<file path="src/logic/sw_hdr_pkg.sv">
package sw_hdr_pkg;

    // header geometry
    localparam int BYTE_W    = 8;
    localparam int HDR_LEN   = 8;
    localparam int NUM_PORTS = 4;

    // byte of the header that carries the lookup key
    localparam int KEY_BYTE  = 1;

    typedef logic [BYTE_W - 1:0] byte_t;

    // byte 0 sits in the low bits
    typedef byte_t [HDR_LEN - 1:0] hdr_t;

    // all zero means drop
    typedef logic [NUM_PORTS - 1:0] port_mask_t;

    // header plus the ports it leaves on
    typedef struct packed {
        hdr_t       hdr;
        port_mask_t port;
    } pkt_item_t;

endpackage

</file>
<file path="src/logic/sw_ft_pkg.sv">
package sw_ft_pkg;

    // flow table geometry
    localparam int FT_DEPTH  = 16;
    localparam int FT_ADDR_W = 4;
    localparam int FT_TAG_W  = 4;
    localparam int FT_DATA_W = 16;

    // low nibble of the key byte
    typedef logic [FT_ADDR_W - 1:0] ft_addr_t;

    // compared against the high nibble of the key byte
    typedef logic [FT_TAG_W - 1:0] ft_tag_t;

    typedef struct packed {
        logic                   valid;
        ft_tag_t                tag;
        sw_hdr_pkg::port_mask_t mask;
    } ft_entry_t;

    localparam int FT_ENTRY_W = $bits(ft_entry_t);

    typedef logic [FT_DATA_W - 1:0] ft_data_t;

    // controller strobe port
    typedef struct packed {
        logic     ce;
        logic     we;
        ft_addr_t addr;
        ft_data_t wdata;
    } ctrl_req_t;

endpackage

</file>
<file path="src/logic/hdr_latch.sv">
module hdr_latch (
    input  logic                  clk,
    input  logic                  arst_n_i,
    // write side
    input  logic                  wr_i,
    input  sw_hdr_pkg::pkt_item_t item_i,
    // read side
    input  logic                  rd_i,
    output sw_hdr_pkg::pkt_item_t item_o,
    output logic                  empty_o
);

    logic full;
    logic wr_en;

    // a write into a full latch is dropped
    assign wr_en = wr_i && !full;

    always_ff @(posedge clk or negedge arst_n_i) begin
        if (!arst_n_i) begin
            full <= 1'b0;
        end else if (wr_en) begin
            full <= 1'b1;
        end else if (rd_i) begin
            full <= 1'b0;
        end
    end

    // item stays visible after the read until overwritten
    always_ff @(posedge clk) begin
        if (wr_en) begin
            item_o <= item_i;
        end
    end

    assign empty_o = !full;

endmodule

</file>
<file path="src/logic/flow_table.sv">
module flow_table (
    input  logic                  clk,
    input  logic                  arst_n_i,
    // controller port
    input  sw_ft_pkg::ctrl_req_t  ctrl_req_i,
    output sw_ft_pkg::ft_data_t   ctrl_data_o,
    output logic                  ctrl_ready_o,
    // lookup port
    input  sw_ft_pkg::ft_addr_t   lookup_addr_i,
    output sw_ft_pkg::ft_entry_t  lookup_entry_o
);

    localparam int PAD_W = sw_ft_pkg::FT_DATA_W - sw_ft_pkg::FT_ENTRY_W;

    sw_ft_pkg::ft_entry_t table_q [sw_ft_pkg::FT_DEPTH];

    logic ctrl_wr;
    logic ctrl_rd;

    assign ctrl_wr = ctrl_req_i.ce && ctrl_req_i.we;
    assign ctrl_rd = ctrl_req_i.ce && !ctrl_req_i.we;

    // entries and the ready pulse
    always_ff @(posedge clk or negedge arst_n_i) begin
        if (!arst_n_i) begin
            for (int i = 0; i < sw_ft_pkg::FT_DEPTH; i++) begin
                table_q[i] <= '0;
            end
            ctrl_ready_o <= 1'b0;
        end else begin
            ctrl_ready_o <= ctrl_req_i.ce;
            if (ctrl_wr) begin
                table_q[ctrl_req_i.addr] <= ctrl_req_i.wdata[sw_ft_pkg::FT_ENTRY_W - 1:0];
            end
        end
    end

    // controller read data, upper bits zero
    always_ff @(posedge clk) begin
        if (ctrl_rd) begin
            ctrl_data_o <= {{PAD_W{1'b0}}, table_q[ctrl_req_i.addr]};
        end
    end

    // registered lookup, sees the old entry on a same-cycle write
    always_ff @(posedge clk) begin
        lookup_entry_o <= table_q[lookup_addr_i];
    end

endmodule

</file>
<file path="src/logic/match_proc.sv">
module match_proc (
    input  logic                  clk,
    input  logic                  arst_n_i,
    // input latch
    input  logic                  in_empty_i,
    input  sw_hdr_pkg::pkt_item_t in_item_i,
    output logic                  in_rd_o,
    // flow table lookup
    output sw_ft_pkg::ft_addr_t   lookup_addr_o,
    input  sw_ft_pkg::ft_entry_t  lookup_entry_i,
    // output latch
    input  logic                  out_empty_i,
    output logic                  out_wr_o,
    output sw_hdr_pkg::pkt_item_t out_item_o
);

    typedef enum logic [1:0] {
        ST_IDLE,
        ST_LOOKUP,
        ST_EMIT
    } state_e;

    state_e                state_q;
    state_e                state_d;
    sw_hdr_pkg::pkt_item_t item_q;
    sw_hdr_pkg::byte_t     in_key;
    sw_hdr_pkg::byte_t     held_key;
    sw_ft_pkg::ft_tag_t    held_tag;
    logic                  hit;

    // low nibble addresses the table straight from the latch
    assign in_key        = in_item_i.hdr[sw_hdr_pkg::KEY_BYTE];
    assign lookup_addr_o = in_key[3:0];

    // high nibble of the captured key
    assign held_key = item_q.hdr[sw_hdr_pkg::KEY_BYTE];
    assign held_tag = held_key[7:4];

    assign hit = lookup_entry_i.valid && (lookup_entry_i.tag == held_tag);

    always_comb begin
        state_d  = state_q;
        in_rd_o  = 1'b0;
        out_wr_o = 1'b0;
        case (state_q)
            ST_IDLE: begin
                if (!in_empty_i) begin
                    in_rd_o = 1'b1;
                    state_d = ST_LOOKUP;
                end
            end
            ST_LOOKUP: begin
                state_d = ST_EMIT;
            end
            ST_EMIT: begin
                // wait for room downstream
                if (out_empty_i) begin
                    out_wr_o = 1'b1;
                    state_d  = ST_IDLE;
                end
            end
            default: begin
                state_d = ST_IDLE;
            end
        endcase
    end

    always_ff @(posedge clk or negedge arst_n_i) begin
        if (!arst_n_i) begin
            state_q <= ST_IDLE;
        end else begin
            state_q <= state_d;
        end
    end

    // capture, then overwrite the mask once the entry is back
    always_ff @(posedge clk) begin
        if (in_rd_o) begin
            item_q <= in_item_i;
        end else if (state_q == ST_LOOKUP) begin
            item_q.port <= hit ? lookup_entry_i.mask : '0;
        end
    end

    assign out_item_o = item_q;

endmodule

</file>
<file path="src/logic/switch_top.sv">
module switch_top (
    input  logic                   clk,
    input  logic                   arst_n_i,
    // switch input
    input  logic                   sw_wr_i,
    input  sw_hdr_pkg::hdr_t       sw_hdr_i,
    output logic                   sw_in_empty_o,
    // switch output
    input  logic                   sw_rd_i,
    output sw_hdr_pkg::hdr_t       sw_hdr_o,
    output sw_hdr_pkg::port_mask_t sw_port_o,
    output logic                   sw_out_empty_o,
    // flow table access by controller
    input  sw_ft_pkg::ctrl_req_t   ctrl_req_i,
    output sw_ft_pkg::ft_data_t    ctrl_data_o,
    output logic                   ctrl_ready_o
);

    sw_hdr_pkg::pkt_item_t in_item;
    sw_hdr_pkg::pkt_item_t proc_in_item;
    sw_hdr_pkg::pkt_item_t proc_out_item;
    sw_hdr_pkg::pkt_item_t out_item;
    logic                  proc_in_rd;
    logic                  proc_out_wr;
    sw_ft_pkg::ft_addr_t   lookup_addr;
    sw_ft_pkg::ft_entry_t  lookup_entry;

    // headers enter with no ports assigned
    assign in_item.hdr  = sw_hdr_i;
    assign in_item.port = '0;

    hdr_latch u_in_latch (
        .clk      (clk),
        .arst_n_i (arst_n_i),
        .wr_i     (sw_wr_i),
        .item_i   (in_item),
        .rd_i     (proc_in_rd),
        .item_o   (proc_in_item),
        .empty_o  (sw_in_empty_o)
    );

    match_proc u_match_proc (
        .clk            (clk),
        .arst_n_i       (arst_n_i),
        .in_empty_i     (sw_in_empty_o),
        .in_item_i      (proc_in_item),
        .in_rd_o        (proc_in_rd),
        .lookup_addr_o  (lookup_addr),
        .lookup_entry_i (lookup_entry),
        .out_empty_i    (sw_out_empty_o),
        .out_wr_o       (proc_out_wr),
        .out_item_o     (proc_out_item)
    );

    flow_table u_flow_table (
        .clk            (clk),
        .arst_n_i       (arst_n_i),
        .ctrl_req_i     (ctrl_req_i),
        .ctrl_data_o    (ctrl_data_o),
        .ctrl_ready_o   (ctrl_ready_o),
        .lookup_addr_i  (lookup_addr),
        .lookup_entry_o (lookup_entry)
    );

    hdr_latch u_out_latch (
        .clk      (clk),
        .arst_n_i (arst_n_i),
        .wr_i     (proc_out_wr),
        .item_i   (proc_out_item),
        .rd_i     (sw_rd_i),
        .item_o   (out_item),
        .empty_o  (sw_out_empty_o)
    );

    assign sw_hdr_o  = out_item.hdr;
    assign sw_port_o = out_item.port;

endmodule

</file>
<file path="config.mk">
export PLATFORM = sky130hd
export DESIGN_NAME = switch_top
export DESIGN_NICKNAME = d
export VERILOG_FILES = /design/src/logic/sw_hdr_pkg.sv /design/src/logic/sw_ft_pkg.sv /design/src/logic/hdr_latch.sv /design/src/logic/flow_table.sv /design/src/logic/match_proc.sv /design/src/logic/switch_top.sv
export SDC_FILE = /design/constraint.sdc
export NUM_CORES = 1
export LEC_CHECK = 0
export BUFFER_PORTS_ARGS = -buffer_cell sky130_fd_sc_hd__buf_2
export CORE_UTILIZATION = 52
export DETAILED_ROUTE_END_ITERATION = 12
export PLACE_DENSITY = 0.76
export SETUP_SLACK_MARGIN = 0.2
export SLEW_MARGIN = 10
export SYNTH_ARGS = -nofsm -noshare
export SYNTH_HDL_FRONTEND = slang
export SYNTH_SLANG_ARGS = --single-unit
</file>
<file path="constraint.sdc">
create_clock -name clk -period 5.8 [get_ports clk]
set_input_delay 1.16 -clock clk [delete_from_list [all_inputs] [get_ports clk]]
set_output_delay 1.16 -clock clk [all_outputs]
set_load 0.1 [all_outputs]
</file>
# Word-level counts from Yosys, hierarchy flattened
# Cells that the tools add are included.
# word_totals
reg_bits	367
inputBits	90
out_inout_bits	87
wordCells	128
# op_classes
magnitude_cmp	3
eq_ne	5
mux	22
bitwise	2
reduce_logical	14
# op_table
operator	n
$bwmux 144	1
$bmux 9 s4	2
$mux 9	5
$demux 9 s4	1
$ge 5x5->1 const B	2
$not 4->5	2
$mux 1	8
$mux 4	2
$logic_and 1x1->1	6
$pmux 2 s3	1
$reduce_bool 2->1	3
$lt 5x1->1 const B	1
$eq 4x4->1	1
$mux 2	2
$ne 2x2->1 const B	2
$logic_not 1->1	3
$eq 2x1->1 const B	1
$eq 2x2->1 const B	1
$logic_not 2->1	1
$reduce_and 2->1	1

# Logic depth before layout (Yosys ltp)
# Gate-level depths: netlist (run 1).
# depth
word_depth	6
ltp_mapped	5
depth_no_buf	3

# By module
# A second synthesis (run 1) with hierarchy kept.
# hier_totals
hier_cells	751
hier_area_um2	14564.0
# by_module_without_submodules
mod	n_inst	cells_per_inst	area_each_um2	seq_area_each_um2
flow_table	1	511	8099.0	4078.9
hdr_latch	2	72	2087.0	2067.0
match_proc	1	95	2287.2	2092.0
switch_top	1	1	3.8	0.0

# Worst setup path before layout (run 1)
# Ideal clock, no wire load.
# synth_path
path_kind	register to register
from	register u_in_latch.full
to	register u_match_proc.item_q (netlist bit u_match_proc.out_item_o[0]) (data pin)
setup_time_ps	260
arrival_ps	5862
required_ps	5540
path_slack_ps	-322
stages_incl_launch_ff	4
path_buffers	0
synth_period_minus_slack_ps	6122
path_cell_list	dfrtp_1 -> nor3b_1 -> or4_1 -> nor3_1
# synth_via
elab_chain_len	2
# synth_rtl
element	line_no	source
from (decl)	hdr_latch.sv:13	logic full;
from (signal assigned)	hdr_latch.sv:21	full <= 1'b0;
from (signal assigned)	hdr_latch.sv:23	full <= 1'b1;
from (signal assigned)	hdr_latch.sv:25	full <= 1'b0;
$mux 1	match_proc.sv:47	if (!in_empty_i) begin
$mux 1	match_proc.sv:45	case (state_q)
net proc_in_rd	switch_top.sv:23	logic proc_in_rd;
to (signal assigned)	match_proc.sv:79	item_q <= in_item_i;
to (decl)	match_proc.sv:25	sw_hdr_pkg::pkt_item_t item_q;
# The timed path passes the listed nets, and every way through them passes these cells.
# A chain may end at the register's enable or synchronous reset.

# Final worst setup path (run 1)
# layout_path
from	input ctrl_req_i[16] (netlist name)
to	register u_flow_table.table_q[111] (netlist name)
# layout_via
elab_chain_len	6
word_cells_on_any_way	7
classes_between	order compare: 2; mux: 3; bitwise: 1; reduce/logical: 1
# layout_rtl
element	line_no	source
from (decl)	switch_top.sv:14	input sw_ft_pkg::ctrl_req_t ctrl_req_i,
$not 4->5 (implied by the code) *	flow_table.sv:33	table_q[ctrl_req_i.addr] <= ctrl_req_i.wdata[sw_ft_pkg::FT_ENTRY_W - 1:0];
$ge 5x5->1 (implied by the code) / $lt 5x1->1 (equally long branches)	flow_table.sv:33	
$logic_and 1x1->1 (implied by the code)	flow_table.sv:33	
$mux 9 (implied by the code)	flow_table.sv:33	
$demux 9 s4 *	flow_table.sv:33	
$bwmux 144 *	flow_table.sv:33	
to (signal, indexed assignment)	flow_table.sv:33	
to (decl)	flow_table.sv:15	sw_ft_pkg::ft_entry_t table_q [sw_ft_pkg::FT_DEPTH];
# Every way passes the cells marked *; elsewhere a longest branch is shown, timed or not.

==> flow_metrics.tcl, run 1 <==
set metrics [dict create \
    ant_nets 0 \
    synthArstFlopShare_pct 40.6 \
    area_delta_synth_final_pct 16.6 \
    met3_length_mm 2.33 \
    irDropWorstVdd_v 0.000228 \
    first_iter_violations 720 \
    numPortBuffers 162 \
    drcViolationCount 0 \
    top_layer_used "met4" \
    synth_cell_types 31 \
    grt.overflow.total 0 \
    antenna_found_initial 3 \
    hold_violations 0 \
    tightest_slew_ns 1.22 \
    whs_ns 0.413 \
    fin_crit_ns 3.11 \
    hp-class "reg2reg" \
    cap_violations 0 \
    finalCritPeriodShare_pct 53.6 \
    wl_met2_mm 13.8 \
    syn_area_per_cell_sq_um 19.3 \
    crit_fanout 27 \
    postCtsHoldBufs 0 \
    synthCells 743 \
    clkLatencyLatePin_ns 0.53 \
    fin_nets 1006 \
    cp-end-kind "flip-flop" \
    max_freq_ghz 0.322 \
    ctsResizeCount 0 \
    initial_core_util_pct 53.1 \
    grt_usage_pct 21.3 \
    max_slew_margin_pct 18.7 \
    slew_violations 0 \
    cp_top_family "simple AND/OR/NAND/NOR gates" \
    max-clock-path-buffers 3 \
    p_per_area_nw_per_um2 493 \
    final_cell_mix "edfxtp_1, buf_2, dfrtp_1" \
    firstDrtPassIters 5 \
    synth_enable_flop_cells 209 \
    clock-sinks 367 \
    crit_chain "buf_2 -> nand2_1 -> nor2b_1 -> mux2_2" \
    die_area_sq_um 28300 \
    drive_above_1_share_pct 48.8 \
    cp.arrival_ns 3.52 \
    synthesis.area_sq_um 14400 \
    first_global_vias 7690 \
    fin_skew_ns 0.0136 \
    cts_setup_buffers 0 \
    grt_pass1_wl_mm 44.8 \
    ys.flop_type "edfxtp_1" \
    htreeDepth 2 \
    wl_mm 29.1 \
    final_common_cell "edfxtp_1" \
    crit_required_ns 6.21 \
    vias_per_cell 5.81 \
    grt_max_degree 106 \
    ys_ff_latch 367 \
    wl_per_cell_um 22.6 \
    slowest_stage "nor2b_1" \
    fp.dieW_um 168 \
    rows 60 \
    clk_pin_slew_ns 0.06 \
    met1Wirelength_mm 12.3 \
    yosysSeqAreaShare_pct 70.9 \
    p_leak_nw 6.66 \
    rsz0062_at_grt "no" \
    numCtsBuffers 38 \
    crit_path_max_incr_delay_ns 0.91 \
    cts_root_buf "clkbuf_16" \
    cts_tree "built" \
    core-area_sq_um 27000 \
    status "finished clean" \
    gp_congestion 0.757 \
    ios 177 \
    path_class "in2reg" \
    cp-start-kind "input pin" \
    tns_ns 0 \
    synth_warnings 0 \
    place_hpwl_mm 18.2 \
    critPathBufInv 1 \
    setup_violations 0 \
    die_h_um 168 \
    dr_total_vias 7488 \
]
==> sequential cells by signal, indices dropped and copies added, names as in the netlist <==
| signal | flops |
|---|---|
| u_flow_table.table_q | 144 |
| u_out_latch.item_o | 68 |
| u_in_latch.item_o | 64 |
| u_match_proc.out_item_o | 60 |
| u_flow_table.ctrl_data_o | 9 |
| u_flow_table.lookup_entry_o | 9 |
| u_match_proc.held_key | 8 |
| u_match_proc.state_q | 2 |
| u_flow_table.ctrl_ready_o | 1 |
| u_in_latch.full | 1 |
| u_out_latch.full | 1 |
==> power breakdown <==
part           switching (mW)  leakage [nW]  internal, mW
combinational            1.50          2.12         0.538
clock                   0.985         0.609          1.40
sequential              0.265          3.93          3.57
total                    2.75          6.66          5.51
==> routing by layer <==
metal,track usage [%],vias to the layer above
met2,33.2,297
met3,5.45,52
met1,29.6,3900
li1,-,3239
met4,6.80,0
met5,0,-
==> cells by family (layout without fill, tap and decap cells) <==
family | Yosys count | after routing | share of synthesized area [%]
flops | 367 | 367 | 70.9
simple gates | 67 | 67 | 2.55
xor+xnor | 4 | 4 | 0.244
other cells | 1 | 8 | 0.0261
compound gates | 38 | 38 | 1.97
mux | 216 | 216 | 22.6
buf+inv | 50 | 247 | 1.72
==> final cells by class <==
| class | instances | area [sq um] |
|---|---|---|
| clock buffer | 49 | 1060 |
| tap | 341 | 427 |
| clock inverter | 21 | 185 |
| sequential | 367 | 10200 |
| inverter | 6 | 22.5 |
| timing repair buffer | 171 | 885 |
| multi-input combinational | 332 | 3980 |
| antenna | 1 | 2.50 |
| fill | 1899 | 10300 |
==> synthesized netlist by cell type (all sizes together), types with 2 or more instances <==
cell type / count / area share (%)
nor3b: 2 / 0.10
xor2: 3 / 0.18
dfrtp: 149 / 26
nor2: 17 / 0.60
mux2: 144 / 11
mux4: 72 / 11
clkbuf: 14 / 0.37
edfxtp: 209 / 44
inv: 6 / 0.16
a22oi: 36 / 1.9
and2: 2 / 0.087
nand2: 21 / 0.55
nor3: 5 / 0.25
or3: 2 / 0.087
nand2b: 6 / 0.26
nand4b: 2 / 0.12
buf: 30 / 1.2
dfxtp: 9 / 1.3
nor2b: 7 / 0.30
==> worst reg2reg max path, delay by kind of cell, from the launching register on <==
kind	cells	cell delay [ns]
AND/OR/NAND/NOR	1	0.22
multiplexers	1	0.60
AO/OA/AOI/OAI	1	0.33
flip-flops	1	0.33
buffers and inverters	1	0.64
==> path summary, 6_finish.rpt <==
| kind | from | end | slack, ns | cells past startpoint |
|---|---|---|---|---|
| min in group asynchronous | arst_n_i | u_flow_table.ctrl_ready_o | 0.76 | 1 |
| max | ctrl_req_i[16] | u_flow_table.table_q[111] | 2.69 | 4 |
| min reg2reg | u_match_proc.out_item_o[22] | u_out_latch.item_o[22] | 0.41 | 0 |
| max in group asynchronous | arst_n_i | u_flow_table.table_q[29] | 3.84 | 2 |
| min | u_match_proc.out_item_o[22] | u_out_latch.item_o[22] | 0.41 | 0 |
| max reg2reg | u_in_latch.item_o[12] | u_flow_table.lookup_entry_o[7] | 3.51 | 4 |
==> per-stage QoR <==
step | utilization (%) | area (sq um) | power, mW | worst slack, ns | instances
4_1_cts | 62.0 | 16700 | 8.34 | 2.65 | 1287
3_5_place_dp | 57.3 | 15500 | 5.94 | 2.09 | 1217
2_1_floorplan | - | 14400 | 5.51 | 1.33 | 749
3_3_place_gp | 57.3 | 15500 | 5.86 | 2.15 | 1217
6_report | 62.0 | 16700 | 8.26 | 2.69 | 1288
5_1_grt | 62.0 | 16700 | 8.59 | 2.50 | 1287
Power figures use the tool's default switching activity.
==> run 2: changes to the inputs <==
==> constraint.sdc (replaced) <==
create_clock -name clk -period 2.7 [get_ports clk]
set_input_delay 0.54 -clock clk [delete_from_list [all_inputs] [get_ports clk]]
set_output_delay 0.54 -clock clk [all_outputs]
set_load 0.1 [all_outputs]
==> run 2 against run 1 <==
  * Power rose by 110%
  * Wire length fell by 0.81%
  * Die area did not move
  * Non-clock buffer count rose by 27
  * Clock skew rose by 0.00058 ns
  * Clock power rose by 110%
  * Final cell count rose by 1.9%
  * Worst hold slack got worse by 0.37 ns
  * Global-route usage fell by 0.35 points
  * Critical endpoint is now sw_in_empty_o
==> flow_metrics.tcl, run 2 (synthesis gave the netlist of run 1 again) <==
set metrics [dict create \
    first_iter_violations 532 \
    ant_nets 0 \
    fin_skew_ns 0.0142 \
    path_class "reg2out" \
    crit_fanout 6 \
    max-clock-path-buffers 3 \
    p_per_area_nw_per_um2 1040 \
    seq_area_sq_um 10200 \
    top_register "u_flow_table.table_q" \
    grt_usage_pct 20.9 \
    cp-end-kind "output port" \
    fin_crit_ns 2.05 \
    rsz0062_at_grt "no" \
    cts_setup_buffers 0 \
    fp.dieW_um 168 \
    first_global_vias 7705 \
    area_delta_synth_final_pct 18.4 \
    status "finished clean" \
    initial_core_util_pct 53.1 \
    max_slew_margin_pct 48.6 \
    clk_pin_slew_ns 0.06 \
    firstDrtPassIters 4 \
    irDropWorstVdd_v 0.000609 \
    finalCritPeriodShare_pct 75.9 \
    numCtsBuffers 37 \
    grt_max_degree 81 \
    cap_violations 0 \
    numPortBuffers 162 \
    grt_pass1_wl_mm 44.4 \
    vias_per_cell 5.74 \
    die_h_um 168 \
    cts_root_buf "clkbuf_16" \
    core-area_sq_um 27000 \
    cts_tree "built" \
    clock-sinks 367 \
    final_cell_mix "edfxtp_1, buf_2, dfrtp_1" \
    cp-start-kind "flip-flop" \
    dr_total_vias 7536 \
    htreeDepth 2 \
    reg_top3 "u_flow_table.table_q: 144 flops, u_out_latch.item_o: 68 flops, u_in_latch.item_o: 64 flops" \
    fillers 1874 \
    drcViolationCount 0 \
    ios 177 \
    clkLatencyLatePin_ns 0.52 \
    p_leak_nw 6.81 \
    rows 60 \
    ctsResizeCount 0 \
    fin_nets 1032 \
    final_common_cell "edfxtp_1" \
    wl_mm 28.8 \
    cp.arrival_ns 1.51 \
    grt.overflow.total 0 \
    antenna_found_initial 2 \
    setup_violations 0 \
    placed_area_sq_um 15800 \
    place_hpwl_mm 18.5 \
    max_freq_ghz 0.488 \
    fin_area_sq_um 17000 \
    slew_violations 0 \
    gp_congestion 0.790 \
    drive_above_1_share_pct 49.7 \
    hold_violations 0 \
    die_area_sq_um 28300 \
    crit_required_ns 2.16 \
    whs_ns 0.0384 \
    hp-class "in2async" \
    tightest_slew_ns 0.771 \
    wl_per_cell_um 22.0 \
    multi_input_comb_area_sq_um 3980 \
    postCtsHoldBufs 0 \
    largest_reg_flops 144 \
]
[run 2: final cells by class]
| class | count | area share [%] |
|---|---|---|
| Timing Repair Buffer | 198 | 6.98 |
| Sequential cell | 367 | 59.9 |
| Antenna cell | 2 | 0.0294 |
| Clock buffer | 47 | 5.85 |
| Clock inverter | 19 | 1.20 |
| Tap cell | 341 | 2.51 |
| Multi-Input combinational cell | 332 | 23.4 |
| Inverter | 6 | 0.132 |
[run 2: power breakdown]
part / total (mW) / switching (mW) / leakage [nW] / internal, mW
logic: 4.45 / 3.22 / 2.29 / 1.23
clock network: 5.00 / 2.08 / 0.584 / 2.93
registers: 8.25 / 0.577 / 3.93 / 7.67
total: 17.7 / 5.88 / 6.81 / 11.8
[run 2: worst max-delay path: stages, from the launching register on]
cell     delay, ns
dfrtp_1       0.45
inv_1         0.09
buf_2         0.44
[run 2: worst paths after layout]
check / startpoint / to / slack [ns] / cells after the start
hold / removal: arst_n_i / u_flow_table.table_q[42] / 0.04 / 1
setup reg to reg: u_in_latch.item_o[12] / u_flow_table.lookup_entry_o[4] / 0.73 / 4
min in group clk: sw_hdr_i[5] / u_in_latch.item_o[9] / 0.18 / 1
hold reg to reg: u_match_proc.held_key[1] / u_out_latch.item_o[13] / 0.41 / 0
max in group asynchronous: arst_n_i / u_in_latch.full / 1.91 / 2
setup / recovery: u_in_latch.full / sw_in_empty_o / 0.65 / 2
[run 2: layer usage]
layer | share of wire [%] | up-vias | GRT usage [%]
met2 | 48 | 311 | 33.5
met4 | 2.2 | 0 | 5.97
met3 | 8.4 | 52 | 5.62
met5 | 0 | - | 0
met1 | 41 | 3874 | 28.4
li1 | - | 3299 | -
[run 2: stage by stage]
step                      cells  TNS [ns]  utilization (%)  worst slack [ns]  power, mW
after floorplan             749    -0.331                -           -0.0826       11.8
after global placement     1244         0             58.5             0.361       12.7
after detailed placement   1244         0             58.5             0.320       12.8
after CTS                  1310         0             62.9             0.623       17.9
after global routing       1310         0             62.9             0.599       18.4
final                      1312         0             62.9             0.651       17.7
==> run 3: changes to the inputs <==
--- a/config.mk
+++ b/config.mk
@@ -6,9 +6,9 @@
 export NUM_CORES = 1
 export LEC_CHECK = 0
 export BUFFER_PORTS_ARGS = -buffer_cell sky130_fd_sc_hd__buf_2
-export CORE_UTILIZATION = 52
+export CORE_UTILIZATION = 58
 export DETAILED_ROUTE_END_ITERATION = 12
-export PLACE_DENSITY = 0.76
+export PLACE_DENSITY = 0.81
 export SETUP_SLACK_MARGIN = 0.2
 export SLEW_MARGIN = 10
 export SYNTH_ARGS = -nofsm -noshare
==> constraint.sdc (replaced) <==
create_clock -name clk -period 2 [get_ports clk]
set_input_delay 0.4 -clock clk [delete_from_list [all_inputs] [get_ports clk]]
set_output_delay 0.4 -clock clk [all_outputs]
set_load 0.1 [all_outputs]
==> run 3 against run 2 <==
  * Die area is 10% lower
  * Cell area up 1.8%
  * Final cell count fell by 0.84%
  * Core utilization grew 8.3 points
  * Flip-flop and latch count is the same
  * Clock skew is 0.0019 ns higher
  * Critical endpoint is now u_flow_table.lookup_entry_o[7]
  * Largest cell class unchanged
==> flow_metrics.tcl, run 3 (synthesis gave the netlist of run 1 again) <==
set metrics [dict create \
    drive_above_1_share_pct 51.1 \
    clk_pin_slew_ns 0.06 \
    die_h_um 159 \
    cp-end-kind "flip-flop" \
    dr_total_vias 7942 \
    wl_per_cell_um 25.8 \
    cp_top_family "multiplexers" \
    ant_nets 0 \
    tns_ns 0 \
    slew_violations 0 \
    path_class "reg2reg" \
    finalCritPeriodShare_pct 91.4 \
    max_slew_margin_pct 25.6 \
    hp-class "in2reg" \
    first_iter_violations 727 \
    fin_area_sq_um 17300 \
    hold_violations 0 \
    p_per_area_nw_per_um2 1440 \
    fin_nets 1040 \
    initial_core_util_pct 59.1 \
    p_leak_nw 6.93 \
    die_area_sq_um 25400 \
    critPathBufInv 2 \
    fp.dieW_um 159 \
    largest_reg_flops 144 \
    fin_util_pct 71.2 \
    area_delta_synth_final_pct 20.6 \
    first_global_vias 8289 \
    fin_crit_ns 1.83 \
    grt_usage_pct 27.3 \
    cp-start-kind "flip-flop" \
    clkLatencyLatePin_ns 0.52 \
    drcViolationCount 0 \
    crit_path_max_incr_delay_ns 0.50 \
    max-clock-path-buffers 3 \
    tightest_slew_ns 1.11 \
    final_common_cell "edfxtp_1" \
    reg_top3 "u_flow_table.table_q: 144 flops, u_out_latch.item_o: 68 flops, u_in_latch.item_o: 64 flops" \
    grt_max_degree 69 \
    antenna_cells 0 \
    cap_violations 0 \
    irDropWorstVdd_v 0.00113 \
    numCtsBuffers 37 \
    antenna_found_initial 0 \
    core-area_sq_um 24300 \
    max_freq_ghz 0.547 \
    crit_fanout 12 \
    grt.overflow.total 0 \
    wl_mm 33.5 \
    pre_cts_ws_ns 0.0341 \
    rsz0062_at_grt "yes" \
    top_register "u_flow_table.table_q" \
    numPortBuffers 162 \
    final_cell_mix "edfxtp_1, buf_2, dfrtp_1" \
    fin_skew_ns 0.0161 \
    cp.arrival_ns 2.21 \
    setup_violations 0 \
    placed_area_sq_um 15900 \
    slowest_stage "mux4_2" \
    htreeDepth 2 \
    post-route-worst-setup-slack_ns 0.173 \
    rows 57 \
    crit_required_ns 2.38 \
    grt_pass1_wl_mm 50.9 \
    vias_per_cell 6.10 \
    firstDrtPassIters 5 \
    whs_ns 0.0518 \
    cts_tree "built" \
    place_hpwl_mm 19.5 \
    gp_congestion 0.776 \
    status "finished clean" \
    clock-sinks 367 \
    crit_chain "buf_4 -> bufbuf_16 -> mux4_2 -> a22oi_1 -> nand2_1" \
    fillers 1416 \
    cts_root_buf "clkbuf_16" \
    ios 177 \
]
[run 3: where the power goes]
| group | total, mW | internal [mW] | switching (mW) |
|---|---|---|---|
| registers | 11.3 | 10.4 | 0.924 |
| logic | 6.29 | 1.77 | 4.52 |
| clock network | 7.28 | 4.38 | 2.90 |
| total | 24.9 | 16.5 | 8.34 |
[run 3: path summary, 6_finish.rpt]
path | start | endpoint | slack, ns | cells past startpoint
worst max-delay path | u_in_latch.item_o[12] | u_flow_table.lookup_entry_o[7] | 0.17 | 5
worst min-delay path | ctrl_req_i[21] | u_flow_table.ctrl_ready_o | 0.05 | 1
worst max register to register | u_in_latch.item_o[12] | u_flow_table.lookup_entry_o[7] | 0.17 | 5
worst min register to register | u_in_latch.item_o[29] | u_match_proc.out_item_o[29] | 0.41 | 0
max in group asynchronous | arst_n_i | u_flow_table.table_q[30] | 1.00 | 3
min in group asynchronous | arst_n_i | u_flow_table.table_q[6] | 0.28 | 2
[run 3: layout make-up]
class,instances,area (sq um),share of cell area (%)
Multi-Input combinational cell,332,4020,23.2
Inverter,6,22.5,0.130
Clock buffer,49,1020,5.90
Sequential cell,367,10200,58.8
Tap cell,324,405,2.34
Clock inverter,17,246,1.42
Timing Repair Buffer,206,1420,8.17
[run 3: worst reg2reg max path: stages (launching register included)]
cell and delay [ns]:
edfxtp_1 0.38, buf_4 0.16, bufbuf_16 0.31, mux4_2 0.50, a22oi_1 0.20, nand2_1 0.14
[run 3: metal layers]
metal,vias up,track usage [%],wire length (um)
met3,75,6.28,2890
met1,4112,36.5,13100
li1,3322,-,-
met5,-,0,0
met2,433,45.0,16600
met4,0,8.35,907
[run 3: what timing repair did]
item,CTS,global route
hold endpoints to repair,87,0
pin swaps,1,3
cloned,1,0
buffers inserted,1,1
setup endpoints to repair,8,11
resized for setup,5,9
hold buffers,1,0
[run 3: through the flow]
stage / std cells / power, mW
final: 1301 / 24.9
after global routing: 1301 / 25.6
after CTS: 1300 / 24.9
after detailed placement: 1231 / 17.4
after global placement: 1231 / 17.1
after floorplan: 749 / 15.9
